==> config.mk <==
export PLATFORM = sky130hd
export DESIGN_NAME = tsb_top
export DESIGN_NICKNAME = d
export VERILOG_FILES = /design/src/tsb_reg_pkg.sv /design/src/swarm_task_pkg.sv /design/src/tsb_top.sv /design/src/lvt_tracker.sv /design/src/tsb.sv /design/src/tile_mapper.sv
export SDC_FILE = /design/constraint.sdc
export NUM_CORES = 1
export LEC_CHECK = 0
export BUFFER_PORTS_ARGS = -buffer_cell sky130_fd_sc_hd__buf_2
export CORE_MARGIN = 3
export CORE_UTILIZATION = 55
export DETAILED_ROUTE_END_ITERATION = 12
export HOLD_SLACK_MARGIN = 0.15
export PLACE_DENSITY = 0.74
export SYNTH_ARGS = -nofsm -noshare
export SYNTH_HDL_FRONTEND = slang
export SYNTH_SLANG_ARGS = --single-unit
==> constraint.sdc <==
create_clock -name clk -period 119.3 [get_ports clk]
set_clock_uncertainty 0.1 [all_clocks]
set_input_delay 35.79 -clock clk [delete_from_list [all_inputs] [get_ports clk]]
set_output_delay 35.79 -clock clk [all_outputs]
set_load 0.05 [all_outputs]
==> src/tsb_reg_pkg.sv <==
package tsb_reg_pkg;

   localparam int REG_ADDR_W = 8;
   localparam int REG_DATA_W = 32;

   typedef logic [REG_ADDR_W-1:0] reg_addr_t;
   typedef logic [REG_DATA_W-1:0] reg_data_t;

   // writable registers held in the mapper
   localparam reg_addr_t TSB_N_TILES = 8'h10;
   localparam reg_addr_t TSB_HASH_EN = 8'h14;

   // read-only vector served by the buffer
   localparam reg_addr_t TSB_ENTRY_VALID = 8'h20;

endpackage

==> src/swarm_task_pkg.sv <==
package swarm_task_pkg;

   typedef enum logic [3:0] {
      TASK_TYPE_NORMAL    = 4'd0,
      TASK_TYPE_SPLITTER  = 4'd1,
      TASK_TYPE_TERMINATE = 4'd2
   } task_type_t;

   // all ones marks no task
   typedef logic [31:0] ts_t;

   typedef logic [31:0] locale_view_t;

   typedef struct packed {
      logic [3:0]  home_tile;
      logic [27:0] range_base;
   } splitter_view_t;

   // normal and terminate tasks read a locale, splitters a home tile and range
   typedef union packed {
      locale_view_t   locale;
      splitter_view_t splitter;
   } task_payload_u;

   typedef struct packed {
      task_type_t    ttype;
      ts_t           ts;
      task_payload_u payload;
   } task_t;

   typedef logic [3:0] tile_id_t;
   typedef logic [5:0] cq_slice_slot_t;
   typedef logic [2:0] child_id_t;
   typedef logic [7:0] epoch_t;
   typedef logic [6:0] tq_slot_t;

   // one key per bit of the hashed locale
   localparam logic [0:15][31:0] HASH_KEYS = {
      32'h7b1e90c4, 32'h4d02a6f3, 32'hc95f3817, 32'h18e4bd62,
      32'hae3071d9, 32'h5326cf80, 32'hf0a94e1b, 32'h2687d35e,
      32'h91bc0a47, 32'h6ef5218c, 32'h0d4b7ea3, 32'hb7c86215,
      32'h3f1d5cb8, 32'he2639f04, 32'h84a7e3d6, 32'h59f016ab
   };

endpackage
==> src/tsb_top.sv <==
`timescale 1ns/1ns

module tsb_top #(
   parameter int LOG_TSB_SIZE = 3,
   parameter int N_TILES      = 4
) (
   input  logic                           clk,
   input  logic                           rstn,

   input  logic                           s_wvalid,
   output logic                           s_wready,
   input  swarm_task_pkg::task_t          s_wdata,
   input  logic                           s_tied,
   input  swarm_task_pkg::cq_slice_slot_t s_cq_slot,
   input  swarm_task_pkg::child_id_t      s_child_id,

   input  logic                           retry_valid,
   output logic                           retry_ready,
   input  logic [LOG_TSB_SIZE-1:0]        retry_tsb_id,
   input  logic                           retry_abort,
   input  logic                           retry_tied,

   output logic                           task_enq_valid,
   input  logic                           task_enq_ready,
   output swarm_task_pkg::task_t          task_enq_data,
   output logic                           task_enq_tied,
   output swarm_task_pkg::tile_id_t       task_enq_dest_tile,
   output logic [LOG_TSB_SIZE-1:0]        task_enq_tsb_id,

   input  logic                           task_resp_valid,
   output logic                           task_resp_ready,
   input  logic                           task_resp_ack,
   input  logic [LOG_TSB_SIZE-1:0]        task_resp_tsb_id,
   input  swarm_task_pkg::epoch_t         task_resp_epoch,
   input  swarm_task_pkg::tq_slot_t       task_resp_tq_slot,

   output logic                           m_resp_valid,
   input  logic                           m_resp_ready,
   output logic                           m_resp_ack,
   output logic [LOG_TSB_SIZE-1:0]        m_tsb_slot,
   output swarm_task_pkg::epoch_t         m_epoch,
   output swarm_task_pkg::tq_slot_t       m_tq_slot,
   output swarm_task_pkg::tile_id_t       m_tile_id,
   output swarm_task_pkg::cq_slice_slot_t m_cq_slot,
   output swarm_task_pkg::child_id_t      m_child_id,

   input  logic                           reg_wvalid,
   input  tsb_reg_pkg::reg_addr_t         reg_waddr,
   input  tsb_reg_pkg::reg_data_t         reg_wdata,
   input  logic                           reg_arvalid,
   input  tsb_reg_pkg::reg_addr_t         reg_araddr,
   output logic                           reg_rvalid,
   output tsb_reg_pkg::reg_data_t         reg_rdata,

   output logic                           almost_full,
   output swarm_task_pkg::ts_t            lvt,
   output logic                           empty
);

   import swarm_task_pkg::*;

   // mapper to buffer
   logic                    map_valid;
   logic                    map_ready;
   task_t                   map_task;
   logic                    map_tied;
   cq_slice_slot_t          map_cq_slot;
   child_id_t               map_child_id;
   tile_id_t                map_dest_tile;

   // tracker scan port
   logic [LOG_TSB_SIZE-1:0] scan_idx;
   logic                    scan_entry_valid;
   ts_t                     scan_ts;

   tile_mapper #(.N_TILES(N_TILES)) u_mapper (.*);

   tsb #(.LOG_TSB_SIZE(LOG_TSB_SIZE)) u_tsb (.*);

   lvt_tracker #(.LOG_TSB_SIZE(LOG_TSB_SIZE)) u_lvt (.*);

endmodule

==> src/lvt_tracker.sv <==
`timescale 1ns/1ns

module lvt_tracker #(
   parameter int LOG_TSB_SIZE = 3
) (
   input  logic                    clk,
   input  logic                    rstn,
   input  logic                    scan_entry_valid,
   input  swarm_task_pkg::ts_t     scan_ts,
   output logic [LOG_TSB_SIZE-1:0] scan_idx,
   output swarm_task_pkg::ts_t     lvt
);

   import swarm_task_pkg::*;

   ts_t rolling_min;
   ts_t candidate;

   // empty slots count as no task
   assign candidate = scan_entry_valid ? scan_ts : '1;

   always_ff @(posedge clk) begin
      if (!rstn) begin
         scan_idx    <= '0;
         rolling_min <= '1;
         lvt         <= '1;
      end else begin
         scan_idx <= scan_idx + 1'b1;
         if (scan_idx == '0) begin
            // publish last scan and restart with slot 0
            lvt         <= rolling_min;
            rolling_min <= candidate;
         end else if (candidate < rolling_min) begin
            rolling_min <= candidate;
         end
      end
   end

endmodule

==> src/tsb.sv <==
`timescale 1ns/1ns

module tsb #(
   parameter int LOG_TSB_SIZE = 3
) (
   input  logic                           clk,
   input  logic                           rstn,

   input  logic                           map_valid,
   output logic                           map_ready,
   input  swarm_task_pkg::task_t          map_task,
   input  logic                           map_tied,
   input  swarm_task_pkg::cq_slice_slot_t map_cq_slot,
   input  swarm_task_pkg::child_id_t      map_child_id,
   input  swarm_task_pkg::tile_id_t       map_dest_tile,

   input  logic                           retry_valid,
   output logic                           retry_ready,
   input  logic [LOG_TSB_SIZE-1:0]        retry_tsb_id,
   input  logic                           retry_abort,
   input  logic                           retry_tied,

   output logic                           task_enq_valid,
   input  logic                           task_enq_ready,
   output swarm_task_pkg::task_t          task_enq_data,
   output logic                           task_enq_tied,
   output swarm_task_pkg::tile_id_t       task_enq_dest_tile,
   output logic [LOG_TSB_SIZE-1:0]        task_enq_tsb_id,

   input  logic                           task_resp_valid,
   output logic                           task_resp_ready,
   input  logic                           task_resp_ack,
   input  logic [LOG_TSB_SIZE-1:0]        task_resp_tsb_id,
   input  swarm_task_pkg::epoch_t         task_resp_epoch,
   input  swarm_task_pkg::tq_slot_t       task_resp_tq_slot,

   output logic                           m_resp_valid,
   input  logic                           m_resp_ready,
   output logic                           m_resp_ack,
   output logic [LOG_TSB_SIZE-1:0]        m_tsb_slot,
   output swarm_task_pkg::epoch_t         m_epoch,
   output swarm_task_pkg::tq_slot_t       m_tq_slot,
   output swarm_task_pkg::tile_id_t       m_tile_id,
   output swarm_task_pkg::cq_slice_slot_t m_cq_slot,
   output swarm_task_pkg::child_id_t      m_child_id,

   input  logic                           reg_arvalid,
   input  tsb_reg_pkg::reg_addr_t         reg_araddr,
   output logic                           reg_rvalid,
   output tsb_reg_pkg::reg_data_t         reg_rdata,

   input  logic [LOG_TSB_SIZE-1:0]        scan_idx,
   output logic                           scan_entry_valid,
   output swarm_task_pkg::ts_t            scan_ts,

   output logic                           almost_full,
   output logic                           empty
);

   import swarm_task_pkg::*;
   import tsb_reg_pkg::*;

   localparam int N_ENTRIES = 2**LOG_TSB_SIZE;

   logic [N_ENTRIES-1:0]    entry_valid;
   task_t                   entry_task     [N_ENTRIES];
   tile_id_t                entry_tile     [N_ENTRIES];
   cq_slice_slot_t          entry_cq_slot  [N_ENTRIES];
   child_id_t               entry_child_id [N_ENTRIES];
   logic                    entry_tied     [N_ENTRIES];

   logic [LOG_TSB_SIZE-1:0] free_idx;
   logic                    free_found;
   logic                    enq_open;
   logic                    map_fire;
   logic                    resend;
   logic                    abort;
   logic                    resp_fire;
   logic                    resp_free;
   logic [LOG_TSB_SIZE:0]   occupancy;

   // scan down so the lowest free entry wins
   always_comb begin
      free_found = 1'b0;
      free_idx   = '0;
      for (int i = N_ENTRIES - 1; i >= 0; i--) begin
         if (!entry_valid[i]) begin
            free_found = 1'b1;
            free_idx   = LOG_TSB_SIZE'(i);
         end
      end
   end

   assign enq_open    = !task_enq_valid || task_enq_ready;
   assign map_ready   = enq_open && free_found;
   // new tasks win over retries
   assign retry_ready = enq_open && !(map_valid && free_found);

   assign map_fire  = map_valid && map_ready;
   assign resend    = retry_valid && retry_ready && !retry_abort;
   assign abort     = retry_valid && retry_ready && retry_abort;
   assign resp_fire = task_resp_valid && task_resp_ready;
   assign resp_free = resp_fire && task_resp_ack;

   always_ff @(posedge clk) begin
      if (!rstn) begin
         task_enq_valid <= 1'b0;
      end else if (map_fire || resend) begin
         task_enq_valid <= 1'b1;
      end else if (task_enq_ready) begin
         task_enq_valid <= 1'b0;
      end
   end

   always_ff @(posedge clk) begin
      if (map_fire) begin
         task_enq_data            <= map_task;
         task_enq_tied            <= map_tied;
         task_enq_dest_tile       <= map_dest_tile;
         task_enq_tsb_id          <= free_idx;
         entry_task[free_idx]     <= map_task;
         entry_tile[free_idx]     <= map_dest_tile;
         entry_cq_slot[free_idx]  <= map_cq_slot;
         entry_child_id[free_idx] <= map_child_id;
         entry_tied[free_idx]     <= map_tied;
      end else if (resend) begin
         task_enq_data            <= entry_task[retry_tsb_id];
         task_enq_tied            <= retry_tied;
         task_enq_dest_tile       <= entry_tile[retry_tsb_id];
         task_enq_tsb_id          <= retry_tsb_id;
         entry_tied[retry_tsb_id] <= retry_tied;
      end
   end

   always_ff @(posedge clk) begin
      if (!rstn) begin
         entry_valid <= '0;
      end else begin
         if (map_fire) begin
            entry_valid[free_idx] <= 1'b1;
         end
         if (abort) begin
            entry_valid[retry_tsb_id] <= 1'b0;
         end
         if (resp_free) begin
            entry_valid[task_resp_tsb_id] <= 1'b0;
         end
      end
   end

   // responses only go back for tied tasks
   assign task_resp_ready = !m_resp_valid;

   always_ff @(posedge clk) begin
      if (!rstn) begin
         m_resp_valid <= 1'b0;
      end else if (resp_fire && entry_tied[task_resp_tsb_id]) begin
         m_resp_valid <= 1'b1;
      end else if (m_resp_ready) begin
         m_resp_valid <= 1'b0;
      end
   end

   always_ff @(posedge clk) begin
      if (resp_fire && entry_tied[task_resp_tsb_id]) begin
         m_resp_ack <= task_resp_ack;
         m_tsb_slot <= task_resp_tsb_id;
         m_epoch    <= task_resp_epoch;
         m_tq_slot  <= task_resp_tq_slot;
         m_tile_id  <= entry_tile[task_resp_tsb_id];
         m_cq_slot  <= entry_cq_slot[task_resp_tsb_id];
         m_child_id <= entry_child_id[task_resp_tsb_id];
      end
   end

   always_ff @(posedge clk) begin
      if (!rstn) begin
         occupancy <= '0;
      end else begin
         occupancy <= occupancy + (LOG_TSB_SIZE+1)'(map_fire)
                      - (LOG_TSB_SIZE+1)'(resp_free) - (LOG_TSB_SIZE+1)'(abort);
      end
   end

   assign almost_full = int'(occupancy) > N_ENTRIES - 4;
   assign empty       = (entry_valid == '0);

   always_ff @(posedge clk) begin
      if (!rstn) begin
         reg_rvalid <= 1'b0;
      end else begin
         reg_rvalid <= reg_arvalid;
      end
   end

   always_ff @(posedge clk) begin
      if (reg_arvalid) begin
         if (reg_araddr == TSB_ENTRY_VALID) begin
            reg_rdata <= reg_data_t'(entry_valid);
         end else begin
            reg_rdata <= '0;
         end
      end
   end

   // read port for the lvt scan
   assign scan_entry_valid = entry_valid[scan_idx];
   assign scan_ts          = entry_task[scan_idx].ts;

endmodule

==> src/tile_mapper.sv <==
`timescale 1ns/1ns

module tile_mapper #(
   parameter int N_TILES = 4
) (
   input  logic                           clk,
   input  logic                           rstn,

   input  logic                           s_wvalid,
   output logic                           s_wready,
   input  swarm_task_pkg::task_t          s_wdata,
   input  logic                           s_tied,
   input  swarm_task_pkg::cq_slice_slot_t s_cq_slot,
   input  swarm_task_pkg::child_id_t      s_child_id,

   input  logic                           reg_wvalid,
   input  tsb_reg_pkg::reg_addr_t         reg_waddr,
   input  tsb_reg_pkg::reg_data_t         reg_wdata,

   output logic                           map_valid,
   input  logic                           map_ready,
   output swarm_task_pkg::task_t          map_task,
   output logic                           map_tied,
   output swarm_task_pkg::cq_slice_slot_t map_cq_slot,
   output swarm_task_pkg::child_id_t      map_child_id,
   output swarm_task_pkg::tile_id_t       map_dest_tile
);

   import swarm_task_pkg::*;
   import tsb_reg_pkg::*;

   localparam logic [4:0] N_TILES_RST = (N_TILES < 1 || N_TILES > 16) ? 5'd16 : 5'(N_TILES);

   logic [4:0]  n_tiles;
   logic        hash_en;
   logic [15:0] hash_bits;
   logic [15:0] hashed;
   logic [15:0] dest_key;
   tile_id_t    dest_tile;
   logic        s_fire;

   always_ff @(posedge clk) begin
      if (!rstn) begin
         n_tiles <= N_TILES_RST;
         hash_en <= 1'b0;
      end else if (reg_wvalid) begin
         case (reg_waddr)
            // out of range counts become 16 tiles
            TSB_N_TILES: begin
               if (reg_wdata == '0 || reg_wdata > 32'd16) begin
                  n_tiles <= 5'd16;
               end else begin
                  n_tiles <= reg_wdata[4:0];
               end
            end
            TSB_HASH_EN: hash_en <= reg_wdata[0];
            default: ;
         endcase
      end
   end

   always_comb begin
      for (int i = 0; i < 16; i++) begin
         hash_bits[i] = ^(s_wdata.payload.locale[31:4] & HASH_KEYS[i][31:4]);
      end
   end

   // only normal tasks are hashed
   assign hashed = (hash_en && s_wdata.ttype == TASK_TYPE_NORMAL) ?
                   hash_bits : s_wdata.payload.locale[19:4];

   assign dest_key = (s_wdata.ttype == TASK_TYPE_SPLITTER) ?
                     {12'd0, s_wdata.payload.splitter.home_tile} : hashed;

   assign dest_tile = tile_id_t'(dest_key % {11'd0, n_tiles});

   assign s_wready = !map_valid || map_ready;
   assign s_fire   = s_wvalid && s_wready;

   always_ff @(posedge clk) begin
      if (!rstn) begin
         map_valid <= 1'b0;
      end else if (s_fire) begin
         map_valid <= 1'b1;
      end else if (map_ready) begin
         map_valid <= 1'b0;
      end
   end

   always_ff @(posedge clk) begin
      if (s_fire) begin
         map_task      <= s_wdata;
         map_tied      <= s_tied;
         map_cq_slot   <= s_cq_slot;
         map_child_id  <= s_child_id;
         map_dest_tile <= dest_tile;
      end
   end

endmodule

==> results of run 1 <==
cells in the mapped netlist, types with 12 or more instances:
| cell type | instances |
|---|---|
| a21oi_1 | 73 |
| a221oi_1 | 155 |
| buf_1 | 32 |
| xnor3_1 | 16 |
| edfxtp_1 | 854 |
| nor2b_1 | 25 |
| clkbuf_1 | 122 |
| dfxtp_1 | 89 |
| a211oi_1 | 12 |
| buf_4 | 25 |
| nand2b_1 | 21 |
| xor2_1 | 30 |
| nand3_1 | 26 |
| o21a_1 | 45 |
| mux2i_1 | 94 |
| mux2_2 | 30 |
| nand4_1 | 14 |
| a22o_1 | 145 |
| inv_1 | 80 |
| xnor2_1 | 77 |
| and2_1 | 21 |
| nor3_1 | 41 |
| nor4_1 | 16 |
| a31oi_1 | 83 |
| o21ai_0 | 79 |
| o211ai_1 | 41 |
| and3_1 | 13 |
| a21o_1 | 13 |
| nor2_1 | 184 |
| ha_1 | 109 |
| nand2_1 | 213 |
| mux4_2 | 76 |
routing by layer:
metal	vias up	share of wire
li1	12500	-
met1	14100	0.39
met2	1630	0.48
met3	246	0.097
met4	0	0.030
met5	-	0
critical path: stages:
cell and delay [ns]:
buf_2 0.07, nor2b_1 0.06, o21ai_0 0.32, buf_2 0.35
registers in the layout, indices dropped and copies added (netlist names), 5 cells and up:
name                  cells
u_tsb.task_enq_data      68
u_tsb.m_tq_slot           7
u_mapper.n_tiles          5
u_tsb.entry_child_id     24
u_tsb.reg_rdata           8
u_tsb.entry_tile         32
u_tsb.entry_valid         8
u_lvt.lvt                32
u_tsb.m_epoch             8
u_tsb.entry_task        544
u_mapper.map_task        68
u_mapper.map_cq_slot      6
u_tsb.m_cq_slot           6
u_lvt.rolling_min        32
u_tsb.entry_tied          8
u_tsb.entry_cq_slot      48
cells by family after synthesis:
kind of cell,count (synthesis)
adders and majority gates,114
DFF,943
buffers and inverters,266
AOI/OAI and AO/OA,736
muxes,207
and+or+nand+nor,629
other,1
xor gates and xnor gates,129
final cells by class:
cell class / count / area (µm²)
fill: 5520 / 28000
clock buffer: 114 / 2480
multi-input combinational: 1839 / 14700
sequential: 943 / 27400
timing repair buffer: 360 / 1920
antenna: 8 / 20.0
tap: 1030 / 1290
inverter: 83 / 312
clock inverter: 63 / 607
metrics by stage:
stage	cells	hold WS [ns]	setup WS (ns)	instance area [µm²]	utilization
2_1_floorplan	3048	0.342	46.38	43100	-
3_3_place_gp	4255	0.353	46.86	45600	0.595
3_5_place_dp	4255	0.358	46.81	45600	0.595
4_1_cts	4432	0.374	46.81	48700	0.635
5_1_grt	4437	0.398	46.75	48700	0.635
6_report	4440	0.370	46.81	48700	0.635
worst max-delay path by stage:
stage	startpoint	endpoint	cells after the start
floorplan	task_enq_ready	s_wready	2
global placement	task_enq_ready	s_wready	4
detailed placement	task_enq_ready	s_wready	4
CTS	task_enq_ready	s_wready	4
global route	task_enq_ready	s_wready	4
finish	task_enq_ready	s_wready	4
==> reports/metrics.csv, run 1 <==
metric,value,unit
post-DR vias/cell,6.42,
Post-synth EDFFs,854,
max cap viols,0,
clk sinks,943,
RePlAce Congestion,0.908,
Port Buf Inserts,314,
grt ovf,0,
CP Data Arrival Time,36.60,ns
vias in the first global route,28200,
Hold Path End,u_lvt.rolling_min[12],
simple-gate area share of the yosys netlist,0.0686,
setup_tns,0,ns
GRT met2 Usage,0.441,
Chip Width,286,µm
"FFs w/ async S/R, synth",0,
Adder-Cell Fraction of Synth Area,0.0336,
area grow syn2layout,13.3,%
Slew HR,0.294,
RSZ-0062 raised after global routing,no,
Worst Path Required,83.41,ns
Die Height,286,µm
Routed Antenna Nets,0,
GRT Total Usage,0.272,
"Slew Viols, Final",0,
dominant synthesized flop cell,edfxtp_1,
wire per inst,25.5,µm
share of post-route cells with drive strength above 1,0.197,
setup violation total in the final timing report,0,
clock latency on the worst-skew pair,0.67,ns
count of state elements after synthesis,943,
Mapped Avg Cell Area,14.2,µm²
Hold Path Class,reg2reg,
"commonest cells after routing, fill and taps aside","edfxtp_1 (854), buf_2 (314), nand2_1 (211)",
I/O pins,339,
critical path type,in2out,
num rows,101,
r2r worst-path depth,137,
Initial Util,0.560,
"most common cell after layout, fill and taps aside",edfxtp_1,
number of buffers created by CTS,94,
xor and xnor area share after synthesis,0.0328,
met3 Resource Use GR,0.0461,
core region area,0.0767,mm²
Synth Instances,3025,
DR pass1 iterations,6,
# DRC,0,
Hold Buf Count CTS,0,
"Seq/Total Area, Yosys",0.638,
largest net degree at the start of global routing,65,
number of cells on the worst hold path,2,
FF-to-FF End,u_mapper.map_dest_tile[3],
outcome,finished clean,
Slew @ Worst Pin,1.06,ns
first-pass GRT wire length,170000,µm
# nets final,3592,
CP endpoint kind,primary output,
fin crit period,72.49,ns
clock-pin slew on the worst setup and hold paths,0.06,ns
Iteration-0 DRC Markers,3149,
Synth cell types,95,
met1 Track Usage GR,0.375,
Final Hold Viols,0,
achievable clock frequency,13.8,MHz
top-area cell type share of the netlist area,0.597,
DP HPWL,69500,µm
Most Crowded Layer GR,met2,
CTS tree,built,
Root Buffer,clkbuf_16,
hold wc startpoint,u_lvt.rolling_min[12],
Post-CTS Setup Inserts,0,
Compound-Gate Fraction of Synth Area,0.129,
mux contribution to synthesized area,0.0718,
yosys warns,0,
largest family of logic cells by synthesized area,compound AO/OA/AOI/OAI gates,
Syn Std Cell Area,0.0430,mm²
CTS max path bufs,3,
WL final,113000,µm
crit path max fanout,4,
vias,28500,
FF-to-FF setup slack,85.42,ns
part of the cycle the worst path needs,0.608,
largest area contributor in the netlist,edfxtp_1,
worst r2r src,u_mapper.hash_en,
DIE AREA,0.0815,mm²
antenna violations before repair,8,
CTS H-Tree Depth,3,
CTS resizes,0,
critical path launch point type,primary input,
"top cells by area, synth","edfxtp_1 (60%), dfxtp_1 (4.1%), mux4_2 (4.0%), ha_1 (3.2%), a221oi_1 (3.2%)",
Power of run 1 is not shown: default switching activity piles up to over one toggle a cycle in this logic, so the estimate is an artifact.
==> inputs of run 2 (changes only) <==
==> constraint.sdc (replaced) <==
create_clock -name clk -period 66.8 [get_ports clk]
set_clock_uncertainty 0.1 [all_clocks]
set_input_delay 20.04 -clock clk [delete_from_list [all_inputs] [get_ports clk]]
set_output_delay 20.04 -clock clk [all_outputs]
set_load 0.05 [all_outputs]
==> run 2 against run 1 <==
  * Die area is the same
  * Design area is essentially flat
  * Register-to-register slack lost 51 ns
  * Flip-flop and latch count is the same
  * Sequential share of layout area is essentially flat
  * Via count shrank 0.33%
  * Hold slack gained 0.00062 ns
  * Critical path depth grew 134
  * Setup slack lost 32 ns
  * First-iteration DRC count shrank 0.89%
==> reports/metrics.csv, run 2 (synthesis gave the netlist of run 1 again) <==
metric,value,unit,change
outcome,finished clean,,
Final Hold Viols,0,,unchanged
Worst Path Required,67.09,ns,-16.32 ns
antenna violations before repair,7,,-1
DP HPWL,69800,µm,+0.50%
GRT Total Usage,0.274,,+0.00248
FF-to-FF End,u_mapper.map_dest_tile[3],,
Slew HR,0.287,,-0.00704
largest net degree at the start of global routing,70,,+7.7%
number of buffers created by CTS,95,,+1.1%
Top Registers,"u_tsb.entry_task (544), u_mapper.map_task (68), u_tsb.task_enq_data (68)",,
wire per inst,25.6,µm,+0.76%
Hold Path Class,reg2reg,,
Chip Width,286,µm,unchanged
clock latency on the worst-skew pair,0.65,ns,-0.02 ns
share of post-route cells with drive strength above 1,0.197,,+0.000704
Iteration-0 DRC Markers,3121,,-0.89%
Hold Buf Count CTS,0,,unchanged
RePlAce Congestion,0.896,,-1.2%
FF-to-FF setup slack,34.17,ns,-51.25 ns
num rows,101,,unchanged
Die Height,286,µm,unchanged
Initial Util,0.560,,unchanged
max reg flops,544,,unchanged
Critical Path End,u_mapper.map_dest_tile[3],,
grt ovf,0,,unchanged
"most common cell after layout, fill and taps aside",edfxtp_1,,
"Slew Viols, Final",0,,unchanged
CTS resizes,0,,unchanged
CP Data Arrival Time,52.75,ns,+16.15 ns
part of the cycle the worst path needs,0.785,,
# nets final,3592,,unchanged
largest reg by FF count,u_tsb.entry_task,,
Setup WS post-layout,14.34,ns,-32.48 ns
fin crit period,52.46,ns,
setup_tns,0,ns,unchanged
"commonest cells after routing, fill and taps aside","edfxtp_1 (854), buf_2 (314), nand2_1 (211)",,
Post-CTS Setup Inserts,0,,unchanged
critical path type,in2reg,,
vias in the first global route,28600,,+1.4%
CP endpoint kind,flip-flop,,
CTS tree,built,,
I/O pins,339,,unchanged
area grow syn2layout,13.4,%,about the same
vias,28400,,-0.33%
critical path launch point type,primary input,,
Crit path largest cell delay,0.83,ns,+0.48 ns
# DRC,0,,unchanged
DR pass1 iterations,5,,-1
first-pass GRT wire length,172000,µm,+0.90%
Routed Antenna Nets,0,,unchanged
DP Worst Slack,13.99,ns,-32.82 ns
Critical Path Start,s_wdata[67],,
Root Buffer,clkbuf_16,,
CTS H-Tree Depth,3,,unchanged
Port Buf Inserts,314,,unchanged
critical path's slowest cell,nor3_1,,
CTS max path bufs,3,,unchanged
worst r2r src,u_mapper.hash_en,,
clock-pin slew on the worst setup and hold paths,0.06,ns,about the same
post-DR vias/cell,6.41,,-0.18%
max cap viols,0,,unchanged
crit path max fanout,14,,+10
RSZ-0062 raised after global routing,no,,
number of cells on the worst hold path,2,,unchanged
hold wc startpoint,u_lvt.rolling_min[29],,
DIE AREA,0.0815,mm²,unchanged
r2r worst-path depth,135,,-1.5%
core region area,0.0767,mm²,unchanged
cell with the most instances on the worst path,o21a_1,,
setup violation total in the final timing report,0,,unchanged
Slew @ Worst Pin,1.07,ns,+0.0106 ns
achievable clock frequency,19.1,MHz,
WL final,114000,µm,+0.60%
clk sinks,943,,unchanged
## run 2: cell type report
class | count | area (µm²)
Antenna cell | 3 | 7.51
Clock buffer | 127 | 2610
Clock inverter | 49 | 507
Fill cell | 5527 | 28000
Inverter | 83 | 312
Multi-Input combinational cell | 1839 | 14700
Sequential cell | 943 | 27400
Tap cell | 1030 | 1290
Timing Repair Buffer | 359 | 1910
## run 2: stage by stage
stage          utilization  instances  hold slack, ns  instance area [µm²]
6_report             0.635       4433           0.371                48700
5_1_grt              0.635       4432           0.390                48700
4_1_cts              0.635       4430           0.373                48700
3_5_place_dp         0.594       4254           0.356                45600
3_3_place_gp         0.594       4254           0.353                45600
2_1_floorplan            -       3048           0.342                43100
## run 2: how the worst min path moves through the flow
stage                                  endpoint  slack, ns
after detailed placement  u_lvt.rolling_min[31]       0.36
after CTS                 u_lvt.rolling_min[31]       0.37
after global placement     u_lvt.rolling_min[9]       0.35
after floorplan           u_lvt.rolling_min[10]       0.34
final                     u_lvt.rolling_min[29]       0.37
after global routing      u_lvt.rolling_min[29]       0.39
## run 2: worst max-delay path: cells and delay by family
| kind | cells | cell delay [ns] |
|---|---|---|
| AND/OR/NAND/NOR | 42 | 9.89 |
| AO/OA/AOI/OAI | 70 | 15.30 |
| buffers and inverters | 3 | 0.45 |
| multiplexers | 7 | 2.21 |
| adder cells (fa/ha/maj) | 16 | 4.87 |
## run 2: per-layer routing
layer / wire length, µm / vias up / global-route usage
met5: 27 / - / 0
met4: 3550 / 4 / 0.0999
li1: - / 12500 / -
met2: 55200 / 1494 / 0.451
met3: 10500 / 220 / 0.0509
met1: 44500 / 14200 / 0.367
Power of run 2 is left out for the same reason.
